--- config.mk ---
export PLATFORM = sky130hd
export DESIGN_NAME = wb_core_top
export DESIGN_NICKNAME = d
export VERILOG_FILES = /design/src/isa_pkg.sv /design/src/pipe_pkg.sv /design/src/reg_file.sv /design/src/decode_stage.sv /design/src/execute_stage.sv /design/src/writeback_stage.sv /design/src/store_axil_master.sv /design/src/wb_core_top.sv
export SDC_FILE = /design/constraint.sdc
export NUM_CORES = 1
export LEC_CHECK = 0
export ABC_AREA = 0
export BUFFER_PORTS_ARGS = -buffer_cell sky130_fd_sc_hd__buf_2
export CORE_MARGIN = 1.5
export CORE_UTILIZATION = 60
export CTS_BUF_LIST = sky130_fd_sc_hd__clkbuf_4
export CTS_CLUSTER_DIAMETER = 60
export DETAILED_ROUTE_END_ITERATION = 16
export PLACE_DENSITY = 0.9
export REMOVE_ABC_BUFFERS = 1
export SLEW_MARGIN = 40
export SYNTH_ARGS = -nofsm -noshare
export SYNTH_HDL_FRONTEND = slang
export SYNTH_HIERARCHICAL = 1
export SYNTH_SLANG_ARGS = --single-unit
--- constraint.sdc ---
create_clock -name clk -period 11 [get_ports clk]
set_clock_uncertainty 0.15 [all_clocks]
set_input_delay 0.55 -clock clk [delete_from_list [all_inputs] [get_ports clk]]
set_output_delay 0.55 -clock clk [all_outputs]
set_load 0.1 [all_outputs]
--- src/isa_pkg.sv ---
`default_nettype none

package isa_pkg;

    localparam int XLEN     = 32;
    localparam int NUM_REGS = 8;
    localparam int REG_AW   = 3;
    localparam int IMM_W    = 16;

    // codes 11 to 15 are illegal
    typedef enum logic [3:0] {
        NOP   = 4'd0,
        ADD   = 4'd1,
        SUB   = 4'd2,
        AND   = 4'd3,
        OR    = 4'd4,
        XOR   = 4'd5,
        MOVI  = 4'd6,  // dst = zero-extended imm
        STORE = 4'd7,
        JMP   = 4'd8,
        JZ    = 4'd9,
        HALT  = 4'd10
    } op_e;

    typedef struct packed {
        logic [3:0]        opcode;
        logic [REG_AW-1:0] dst;
        logic [REG_AW-1:0] src1;
        logic [REG_AW-1:0] src2;
        logic [2:0]        unused;
        logic [IMM_W-1:0]  imm;
    } instr_t;

    typedef struct packed {
        logic zero;
        logic sign;
        logic carry;  // borrow after SUB
    } eflags_t;

    typedef enum logic [1:0] {
        IE_NONE,
        IE_ILLEGAL,
        IE_MISALIGNED
    } ie_e;

endpackage

`default_nettype wire

--- src/pipe_pkg.sv ---
`default_nettype none

package pipe_pkg;

    import isa_pkg::*;

    localparam int STORE_QUEUE_DEPTH = 2;
    localparam int SQ_PTR_W          = $clog2(STORE_QUEUE_DEPTH);
    localparam int SQ_CNT_W          = $clog2(STORE_QUEUE_DEPTH + 1);

    // decode register contents
    typedef struct packed {
        op_e               opcode;
        logic [REG_AW-1:0] dst;
        logic [XLEN-1:0]   a;
        logic [XLEN-1:0]   b;
        logic [IMM_W-1:0]  imm;
        logic [XLEN-1:0]   eip;
        logic              writes_reg;
        logic              illegal;
    } uop_t;

    typedef struct packed {
        op_e               opcode;
        logic [REG_AW-1:0] dst;
        logic [XLEN-1:0]   value;
        eflags_t           value_flags;
        logic              writes_reg;
        logic [XLEN-1:0]   st_addr;
        logic [XLEN-1:0]   st_data;
        logic [XLEN-1:0]   br_target;
        ie_e               ie_type;
        logic [XLEN-1:0]   eip;
    } exec_t;

    typedef struct packed {
        logic [XLEN-1:0]   eip;
        logic [REG_AW-1:0] dst;
        logic [XLEN-1:0]   value;
        logic              writes_reg;
        eflags_t           flags;  // architectural flags once this commits
    } retire_t;

    typedef struct packed {
        logic [XLEN-1:0] addr;
        logic [XLEN-1:0] data;
    } store_req_t;

    typedef enum logic [1:0] {
        ST_IDLE,
        ST_SEND,
        ST_RESP
    } axil_state_e;

endpackage

`default_nettype wire

--- src/reg_file.sv ---
`timescale 1ns/1ps
`default_nettype none

module reg_file import isa_pkg::*; (
    input  logic              clk,
    input  logic              arst_n,
    input  logic [REG_AW-1:0] rd_addr_a,
    input  logic [REG_AW-1:0] rd_addr_b,
    output logic [XLEN-1:0]   rd_data_a,
    output logic [XLEN-1:0]   rd_data_b,
    input  logic              wr_en,
    input  logic [REG_AW-1:0] wr_addr,
    input  logic [XLEN-1:0]   wr_data
);

    logic [XLEN-1:0] regs [NUM_REGS];

    // no bypass, the decode scoreboard waits for the write
    assign rd_data_a = regs[rd_addr_a];
    assign rd_data_b = regs[rd_addr_b];

    always_ff @(posedge clk or negedge arst_n) begin
        if (!arst_n) begin
            for (int i = 0; i < NUM_REGS; i++) begin
                regs[i] <= '0;
            end
        end else if (wr_en) begin
            regs[wr_addr] <= wr_data;
        end
    end

endmodule

`default_nettype wire

--- src/decode_stage.sv ---
`timescale 1ns/1ps
`default_nettype none

module decode_stage import isa_pkg::*, pipe_pkg::*; (
    input  logic              clk,
    input  logic              arst_n,
    input  logic              in_valid,
    input  instr_t            in_instr,
    input  logic [XLEN-1:0]   in_eip,
    output logic              in_ready,
    output logic [REG_AW-1:0] rd_addr_a,
    output logic [REG_AW-1:0] rd_addr_b,
    input  logic [XLEN-1:0]   rd_data_a,
    input  logic [XLEN-1:0]   rd_data_b,
    input  logic [REG_AW-1:0] ex_dst,
    input  logic              ex_writes,
    input  logic [REG_AW-1:0] wb_dst,
    input  logic              wb_writes,
    input  logic              stall,
    input  logic              flush,
    input  logic              halted,
    output logic              uop_valid,
    output uop_t              uop
);

    op_e  op;
    logic writes;
    logic illegal;
    logic use_a;
    logic use_b;
    logic own_pend;
    logic hit_a;
    logic hit_b;
    logic started;  // one idle cycle after reset release
    logic xfer;

    assign op        = op_e'(in_instr.opcode);
    assign rd_addr_a = in_instr.src1;
    assign rd_addr_b = in_instr.src2;

    always_comb begin
        writes  = 1'b0;
        illegal = 1'b0;
        use_a   = 1'b0;
        use_b   = 1'b0;
        case (op)
            ADD, SUB, AND, OR, XOR: begin
                writes = 1'b1;
                use_a  = 1'b1;
                use_b  = 1'b1;
            end
            MOVI: writes = 1'b1;
            STORE: begin
                use_a = 1'b1;  // address base
                use_b = 1'b1;  // store data
            end
            NOP, JMP, JZ, HALT: begin
            end
            default: illegal = 1'b1;
        endcase
    end

    // pending destinations in decode, execute and writeback
    assign own_pend = uop_valid && uop.writes_reg;
    assign hit_a = use_a && ((own_pend && uop.dst == in_instr.src1) ||
                             (ex_writes && ex_dst == in_instr.src1) ||
                             (wb_writes && wb_dst == in_instr.src1));
    assign hit_b = use_b && ((own_pend && uop.dst == in_instr.src2) ||
                             (ex_writes && ex_dst == in_instr.src2) ||
                             (wb_writes && wb_dst == in_instr.src2));

    assign in_ready = started && !stall && !halted && !hit_a && !hit_b;
    assign xfer     = in_valid && in_ready;

    always_ff @(posedge clk or negedge arst_n) begin
        if (!arst_n) begin
            started   <= 1'b0;
            uop_valid <= 1'b0;
        end else begin
            started <= 1'b1;
            if (flush) begin
                uop_valid <= 1'b0;  // drops a same-cycle transfer too
            end else if (!stall) begin
                uop_valid <= xfer;
            end
        end
    end

    always_ff @(posedge clk) begin
        if (xfer) begin
            uop <= '{opcode: op, dst: in_instr.dst, a: rd_data_a, b: rd_data_b,
                     imm: in_instr.imm, eip: in_eip, writes_reg: writes,
                     illegal: illegal};
        end
    end

endmodule

`default_nettype wire

--- src/execute_stage.sv ---
`timescale 1ns/1ps
`default_nettype none

module execute_stage import isa_pkg::*, pipe_pkg::*; (
    input  logic              clk,
    input  logic              arst_n,
    input  logic              uop_valid,
    input  uop_t              uop,
    input  logic              stall,
    input  logic              flush,
    output logic              ex_valid,
    output exec_t             ex,
    output logic [REG_AW-1:0] ex_dst,
    output logic              ex_writes
);

    exec_t           res;
    logic [XLEN:0]   sum;      // top bit is carry or borrow
    logic [XLEN-1:0] st_addr;

    assign st_addr = uop.a + {{(XLEN-IMM_W){uop.imm[IMM_W-1]}}, uop.imm};

    always_comb begin
        sum            = '0;
        res            = '0;  // carry stays clear for logic ops
        res.opcode     = uop.opcode;
        res.dst        = uop.dst;
        res.writes_reg = uop.writes_reg;
        res.eip        = uop.eip;
        res.ie_type    = IE_NONE;
        case (uop.opcode)
            ADD: begin
                sum                   = {1'b0, uop.a} + {1'b0, uop.b};
                res.value             = sum[XLEN-1:0];
                res.value_flags.carry = sum[XLEN];
            end
            SUB: begin
                sum                   = {1'b0, uop.a} - {1'b0, uop.b};
                res.value             = sum[XLEN-1:0];
                res.value_flags.carry = sum[XLEN];
            end
            AND:  res.value = uop.a & uop.b;
            OR:   res.value = uop.a | uop.b;
            XOR:  res.value = uop.a ^ uop.b;
            MOVI: res.value = XLEN'(uop.imm);
            STORE: begin
                res.st_addr = st_addr;
                res.st_data = uop.b;
                if (st_addr[1:0] != 2'b00) begin
                    res.ie_type = IE_MISALIGNED;
                end
            end
            JMP, JZ: res.br_target = XLEN'(uop.imm);  // absolute target
            default: begin
            end
        endcase
        res.value_flags.zero = (res.value == '0);
        res.value_flags.sign = res.value[XLEN-1];
        if (uop.illegal) begin
            res.ie_type = IE_ILLEGAL;
        end
    end

    always_ff @(posedge clk or negedge arst_n) begin
        if (!arst_n) begin
            ex_valid <= 1'b0;
        end else if (flush) begin
            ex_valid <= 1'b0;
        end else if (!stall) begin
            ex_valid <= uop_valid;
        end
    end

    always_ff @(posedge clk) begin
        if (!stall) begin
            ex <= res;
        end
    end

    assign ex_dst    = ex.dst;
    assign ex_writes = ex_valid && ex.writes_reg;

endmodule

`default_nettype wire

--- src/writeback_stage.sv ---
`timescale 1ns/1ps
`default_nettype none

module writeback_stage import isa_pkg::*, pipe_pkg::*; (
    input  logic              clk,
    input  logic              arst_n,
    input  logic              ex_valid,
    input  exec_t             ex,
    input  logic              store_full,
    output logic              stall,
    output logic              flush,
    output logic [REG_AW-1:0] wb_dst,
    output logic              wb_writes,
    output logic              rf_wr_en,
    output logic [REG_AW-1:0] rf_wr_addr,
    output logic [XLEN-1:0]   rf_wr_data,
    output logic              store_push,
    output store_req_t        store_req,
    output logic              retire_valid,
    output retire_t           retire,
    output logic              resteer,
    output logic [XLEN-1:0]   new_eip,
    output logic              ie_val,
    output ie_e               ie_type,
    output logic [XLEN-1:0]   ie_eip,
    output logic              halted
);

    exec_t   wb;
    logic    wb_valid;
    eflags_t flags_q;   // architectural flags
    logic    halted_q;
    logic    live;
    logic    exc;
    logic    is_store;
    logic    is_alu;
    logic    commit;
    logic    taken;

    // anything behind a halt is dead
    assign live     = wb_valid && !halted_q;
    assign exc      = live && (wb.ie_type != IE_NONE);
    assign is_store = (wb.opcode == STORE);
    assign is_alu   = wb.opcode inside {ADD, SUB, AND, OR, XOR};
    assign stall    = live && !exc && is_store && store_full;
    assign commit   = live && !exc && !stall;
    assign taken    = commit && ((wb.opcode == JMP) || (wb.opcode == JZ && flags_q.zero));
    assign flush    = taken || exc;

    always_ff @(posedge clk or negedge arst_n) begin
        if (!arst_n) begin
            wb_valid <= 1'b0;
            flags_q  <= '0;
            halted_q <= 1'b0;
        end else begin
            if (flush) begin
                wb_valid <= 1'b0;  // execute holds a younger, squashed op
            end else if (!stall) begin
                wb_valid <= ex_valid;
            end
            if (commit && is_alu) begin
                flags_q <= wb.value_flags;
            end
            if (commit && wb.opcode == HALT) begin
                halted_q <= 1'b1;  // sticky until reset
            end
        end
    end

    always_ff @(posedge clk) begin
        if (!stall) begin
            wb <= ex;
        end
    end

    assign wb_dst     = wb.dst;
    assign wb_writes  = live && wb.writes_reg;
    assign rf_wr_en   = commit && wb.writes_reg;
    assign rf_wr_addr = wb.dst;
    assign rf_wr_data = wb.value;

    assign store_push = commit && is_store;
    assign store_req  = '{addr: wb.st_addr, data: wb.st_data};

    assign retire_valid = commit;
    assign retire = '{eip: wb.eip, dst: wb.dst, value: wb.value, writes_reg: wb.writes_reg,
                      flags: is_alu ? wb.value_flags : flags_q};

    assign resteer = taken;
    assign new_eip = wb.br_target;
    assign ie_val  = exc;
    assign ie_type = wb.ie_type;
    assign ie_eip  = wb.eip;
    assign halted  = halted_q;

endmodule

`default_nettype wire

--- src/store_axil_master.sv ---
`timescale 1ns/1ps
`default_nettype none

module store_axil_master import isa_pkg::*, pipe_pkg::*; (
    input  logic              clk,
    input  logic              arst_n,
    input  logic              store_push,
    input  store_req_t        store_req,
    output logic              store_full,
    output logic              awvalid,
    input  logic              awready,
    output logic [XLEN-1:0]   awaddr,
    output logic              wvalid,
    input  logic              wready,
    output logic [XLEN-1:0]   wdata,
    output logic [XLEN/8-1:0] wstrb,
    input  logic              bvalid,
    output logic              bready
);

    store_req_t          queue [STORE_QUEUE_DEPTH];
    logic [SQ_PTR_W-1:0] wr_ptr;
    logic [SQ_PTR_W-1:0] rd_ptr;
    logic [SQ_CNT_W-1:0] count;
    axil_state_e         state;
    logic                aw_pend;
    logic                w_pend;
    logic                pop;

    assign store_full = (count == SQ_CNT_W'(STORE_QUEUE_DEPTH));
    assign pop        = (state == ST_RESP) && bvalid;  // head leaves once the response is in

    always_ff @(posedge clk) begin
        if (store_push) begin
            queue[wr_ptr] <= store_req;
        end
    end

    always_ff @(posedge clk or negedge arst_n) begin
        if (!arst_n) begin
            wr_ptr  <= '0;
            rd_ptr  <= '0;
            count   <= '0;
            state   <= ST_IDLE;
            aw_pend <= 1'b0;
            w_pend  <= 1'b0;
        end else begin
            if (store_push) begin
                wr_ptr <= (wr_ptr == SQ_PTR_W'(STORE_QUEUE_DEPTH - 1)) ? '0 : wr_ptr + 1'b1;
            end
            if (pop) begin
                rd_ptr <= (rd_ptr == SQ_PTR_W'(STORE_QUEUE_DEPTH - 1)) ? '0 : rd_ptr + 1'b1;
            end
            if (store_push && !pop) begin
                count <= count + 1'b1;
            end else if (pop && !store_push) begin
                count <= count - 1'b1;
            end
            case (state)
                ST_IDLE: begin
                    if (count != '0) begin
                        state   <= ST_SEND;
                        aw_pend <= 1'b1;
                        w_pend  <= 1'b1;
                    end
                end
                ST_SEND: begin
                    if (awready) aw_pend <= 1'b0;
                    if (wready) w_pend <= 1'b0;
                    // address and data may complete in either order
                    if ((!aw_pend || awready) && (!w_pend || wready)) begin
                        state <= ST_RESP;
                    end
                end
                ST_RESP: if (bvalid) state <= ST_IDLE;  // response code ignored
                default: state <= ST_IDLE;
            endcase
        end
    end

    assign awvalid = (state == ST_SEND) && aw_pend;
    assign wvalid  = (state == ST_SEND) && w_pend;
    assign awaddr  = queue[rd_ptr].addr;
    assign wdata   = queue[rd_ptr].data;
    assign wstrb   = '1;
    assign bready  = (state == ST_RESP);

endmodule

`default_nettype wire

--- src/wb_core_top.sv ---
`timescale 1ns/1ps
`default_nettype none

module wb_core_top import isa_pkg::*, pipe_pkg::*; (
    input  logic              clk,
    input  logic              arst_n,
    input  logic              in_valid,
    input  instr_t            in_instr,
    input  logic [XLEN-1:0]   in_eip,
    output logic              in_ready,
    output logic              awvalid,
    input  logic              awready,
    output logic [XLEN-1:0]   awaddr,
    output logic              wvalid,
    input  logic              wready,
    output logic [XLEN-1:0]   wdata,
    output logic [XLEN/8-1:0] wstrb,
    input  logic              bvalid,
    output logic              bready,
    output logic              retire_valid,
    output retire_t           retire,
    output logic              resteer,
    output logic [XLEN-1:0]   new_eip,
    output logic              ie_val,
    output ie_e               ie_type,
    output logic [XLEN-1:0]   ie_eip,
    output logic              halted
);

    logic [REG_AW-1:0] rd_addr_a;
    logic [REG_AW-1:0] rd_addr_b;
    logic [XLEN-1:0]   rd_data_a;
    logic [XLEN-1:0]   rd_data_b;
    logic              rf_wr_en;
    logic [REG_AW-1:0] rf_wr_addr;
    logic [XLEN-1:0]   rf_wr_data;
    logic              uop_valid;
    uop_t              uop;
    logic              ex_valid;
    exec_t             ex;
    logic [REG_AW-1:0] ex_dst;
    logic              ex_writes;
    logic [REG_AW-1:0] wb_dst;
    logic              wb_writes;
    logic              stall;      // store queue full
    logic              flush;      // resteer or exception
    logic              store_push;
    store_req_t        store_req;
    logic              store_full;

    // ports share names with the local nets except the write port
    reg_file u_reg_file (.*, .wr_en(rf_wr_en), .wr_addr(rf_wr_addr), .wr_data(rf_wr_data));

    decode_stage u_decode (.*);

    execute_stage u_execute (.*);

    writeback_stage u_writeback (.*);

    store_axil_master u_store_master (.*);

endmodule

`default_nettype wire

==> flow_metrics.py <==
metrics = {
    "pwr": {
        "power_density_nw_per_um2": 194.0,
        "max-vdd-ir-drop_mv": 0.1616,
        "p_leak_uw": 0.02085,
    },
    "synth": {
        "synth-edff-count": 578,
        "postSynth.asyncResetShare_pct": 32.00,
        "synth_seq_cells": 850,
        "ys.flop_type": "edfxtp_1",
        "avgSynthCellArea_um2": 14.27,
        "yosys.area.top_type": "edfxtp_1",
        "synthCells": 3011,
        "synth_top_area_share_pct": 40.39,
        "syn_area_um2": 42970,
        "seq_area_frac_synth_pct": 56.23,
        "synthTopCellsByArea": "edfxtp_1, dfrtp_1, mux2_2",
        "synth_cell_types": 105,
        "synth_warnings": 6,
    },
    "routing": {
        "totalWireLength_um": 107700,
        "ant_nets": 0,
        "drc": 0,
        "num_vias": 27270,
        "via_per_inst": 6.247,
        "drt_iter0_markers": 2633,
        "dr.pass1.iters": 8,
        "wl_per_cell_um": 24.68,
    },
    "worst_setup_path": {
        "reg2reg_depth": 13,
        "startpoint": "u_writeback/wb[170]",
        "endpoint": "in_ready",
        "path_cells": "and4b_1 -> nand3_4 -> inv_1 -> nor3b_1 -> and2_2 -> buf_2",
        "start_kind": "flop",
        "critical_path_class": "reg -> out",
        "rrSetupSlack_ns": 6.27,
        "arrival_ns": 4.04,
        "crit_path_end_kind": "output port",
        "max_stage_delay_ns": 0.54,
        "crit_required_ns": 10.30,
        "r2r-start": "u_decode/uop[119]",
        "r2r_end": "u_execute/ex[133]",
        "cp_max_fo": 48,
        "slowest_stage": "nor3b_1",
    },
    "place": {
        "gp_congestion": 0.9815,
        "portBuffers": 275,
        "placed_area_um2": 43320,
        "place_hpwl_um": 65960,
    },
    "timing": {
        "rsz0062_at_grt": "no",
        "fmax_ghz": 0.2111,
        "tightest_slew_ns": 0.8758,
        "slew_viol_final": 0,
        "fin_crit_ns": 4.737,
        "finalSetupTns_ns": 0,
        "final-setup-viol-count": 0,
        "fin_crit_sh_pct": 43.06,
        "hold_viol_final": 0,
        "slew_headroom_pct": 41.61,
    },
    "grt": {
        "grtUsageTotal_pct": 29.28,
        "gr-total-overflow": 0,
        "grt_max_degree": 162,
        "grt_pass1_wl_um": 163600,
        "grt_pass1_vias": 27820,
        "antenna_found_initial": 4,
    },
    "cts": {
        "cts_tree": "yes",
        "cts_sinks": 850,
        "cts_root_buf": "clkbuf_4",
        "clock_path_buffers": 3,
        "htree_levels": 4,
        "clk-insertion-delay-late_ns": 1.08,
        "clk_pin_slew_ns": 0.08,
        "cts_buffers": 198,
        "cts_setup_buffers": 0,
    },
    "final_layout": {
        "multi_input_area_um2": 15770,
        "drive_gt1_share_pct": 32.55,
        "regArea_um2": 24170,
        "nFillCells": 4498,
        "fin_area_um2": 47080,
        "num-nets-final": 3463,
        "syn2layout_area_growth_pct": 9.557,
    },
    "floorplan": {
        "core_area_um2": 70510,
        "ios": 283,
        "initial_core_util_pct": 60.94,
        "fp.dieW_um": 270.6,
        "rows": 97,
        "dieArea_um2": 73230,
        "die_y_um": 270.6,
    },
    "outcome": {
        "status": "completed",
    },
    "min_path": {
        "hp-class": "in -> reg",
    },
    "run": {
        "drv_cap": 0,
    },
}
[cells in the final DEF, fill, tap and decap left out, types with 15 or more instances in the layout]
| cell type | synthesis | layout |
|---|---|---|
| mux4_2 | 48 | 48 |
| xnor2_1 | 35 | 35 |
| dlygate4sd3_1 | 0 | 105 |
| dfrtp_1 | 272 | 271 |
| nand3_1 | 40 | 39 |
| clkbuf_4 | 0 | 291 |
| xor2_1 | 17 | 17 |
| edfxtp_1 | 578 | 578 |
| a21o_1 | 33 | 33 |
| nand2b_1 | 16 | 16 |
| mux2_2 | 330 | 330 |
| conb_1 | 3 | 21 |
| inv_1 | 115 | 114 |
| mux2_4 | 52 | 52 |
| buf_2 | 37 | 272 |
| ha_1 | 135 | 135 |
| a211oi_1 | 19 | 19 |
| nor2b_1 | 17 | 16 |
| o31ai_1 | 17 | 17 |
| buf_4 | 279 | 38 |
| and2_1 | 38 | 37 |
| or3_1 | 18 | 17 |
| nor2_1 | 146 | 146 |
| a21oi_1 | 112 | 112 |
| o21ai_0 | 66 | 66 |
| mux4_1 | 80 | 80 |
| o21bai_1 | 22 | 22 |
| clkinv_1 | 1 | 54 |
| nand2_1 | 90 | 89 |
| a211o_1 | 15 | 15 |
| nor3_1 | 30 | 29 |
[critical path, delay by kind of cell, from the launching register on]
| kind | cells | cell delay [ns] |
|---|---|---|
| buffers and inverters | 2 | 0.80 |
| AND/OR/NAND/NOR | 4 | 1.67 |
| flip-flops | 1 | 0.51 |
[cell families (layout without fill, tap and decap cells)]
kind of cell,Yosys count,in the layout,share of synthesized area [%]
AND/OR/NAND/NOR,487,487,5.853
flip-flops,850,850,56.23
adder cells (fa/ha/maj),138,138,4.071
other,3,24,0.02621
AO/OA/AOI/OAI,438,438,7.044
XOR/XNOR,52,52,1.060
multiplexers,526,526,18.27
buffers and inverters,517,910,7.440
[flip-flops by register name, summed over array words and instances (netlist names), 2 cells and up]
register / flops
u_execute/ex: 153
u_writeback/store_req: 64
u_store_master/state: 2
u_writeback/rf_wr_addr: 3
u_store_master/queue: 128
u_writeback/flags_q: 3
u_writeback/ie_eip: 32
u_writeback/wb: 7
u_store_master/count: 2
u_writeback/ie_type: 2
u_execute/ex_dst: 3
u_decode/uop: 121
u_writeback/rf_wr_data: 32
u_reg_file/regs: 256
u_writeback/new_eip: 32
[metal layers]
metal	wire (um)	up-vias	track usage [%]
met4	4955	2	14.76
li1	-	11740	-
met5	18	-	0
met2	52710	1641	48.29
met3	10410	340	6.985
met1	39650	13540	36.22
[cell usage after synthesis (35+ instances only)]
cell type  count
mux2_2       330
nand3_1       40
mux2_4        52
edfxtp_1     578
mux4_1        80
buf_2         37
a21oi_1      112
buf_4        279
and2_1        38
nor2_1       146
mux4_2        48
inv_1        115
o21ai_0       66
clkbuf_1      50
nand2_1       90
dfrtp_1      272
ha_1         135
xnor2_1       35
[worst min path at each step]
| stage | from | endpoint | cells after the start |
|---|---|---|---|
| final | in_instr[6] | u_decode/uop[40] | 2 |
| after global routing | in_instr[7] | u_decode/uop[41] | 2 |
| after CTS | in_instr[2] | u_decode/uop[36] | 2 |
| after detailed placement | u_decode/uop[16] | u_execute/ex[14] | 0 |
| after global placement | u_decode/uop[31] | u_execute/ex[29] | 0 |
| after floorplan | arst_n | u_decode/started | 0 |
[repair_timing]
| item | CTS | global route |
|---|---|---|
| resized for setup | 0 | 0 |
| endpoints found under the hold margin | 218 | 0 |
| hold buffers | 106 | 0 |
[where the power goes]
part / switching (uW) / internal (uW)
sequential: 313 / 3760
combinational: 1720 / 770
clock: 1300 / 1270
total: 3330 / 5800
[metrics by stage]
step	util, %	power, uW	cells	hold WS, ns	setup slack, ns
2_1_floorplan	-	5937	2628	0.1044	1.035
3_3_place_gp	61.36	6421	3883	0.2504	6.263
3_5_place_dp	61.43	6500	3885	0.2545	6.340
4_1_cts	66.63	9080	4358	0.01154	6.307
5_1_grt	66.76	9471	4365	0.05803	6.024
6_report	66.76	9134	4365	0.1050	6.263
[final cells by class]
class	instances	share of cell area [%]
Antenna cell	3	0.01595
Clock buffer	291	4.641
Clock inverter	76	0.8585
Inverter	116	0.9409
Multi-Input combinational cell	1662	33.50
Sequential cell	850	51.34
Tap cell	940	2.498
Timing Repair Buffer	427	6.206
Note: power is estimated with default switching activity, not from simulation.
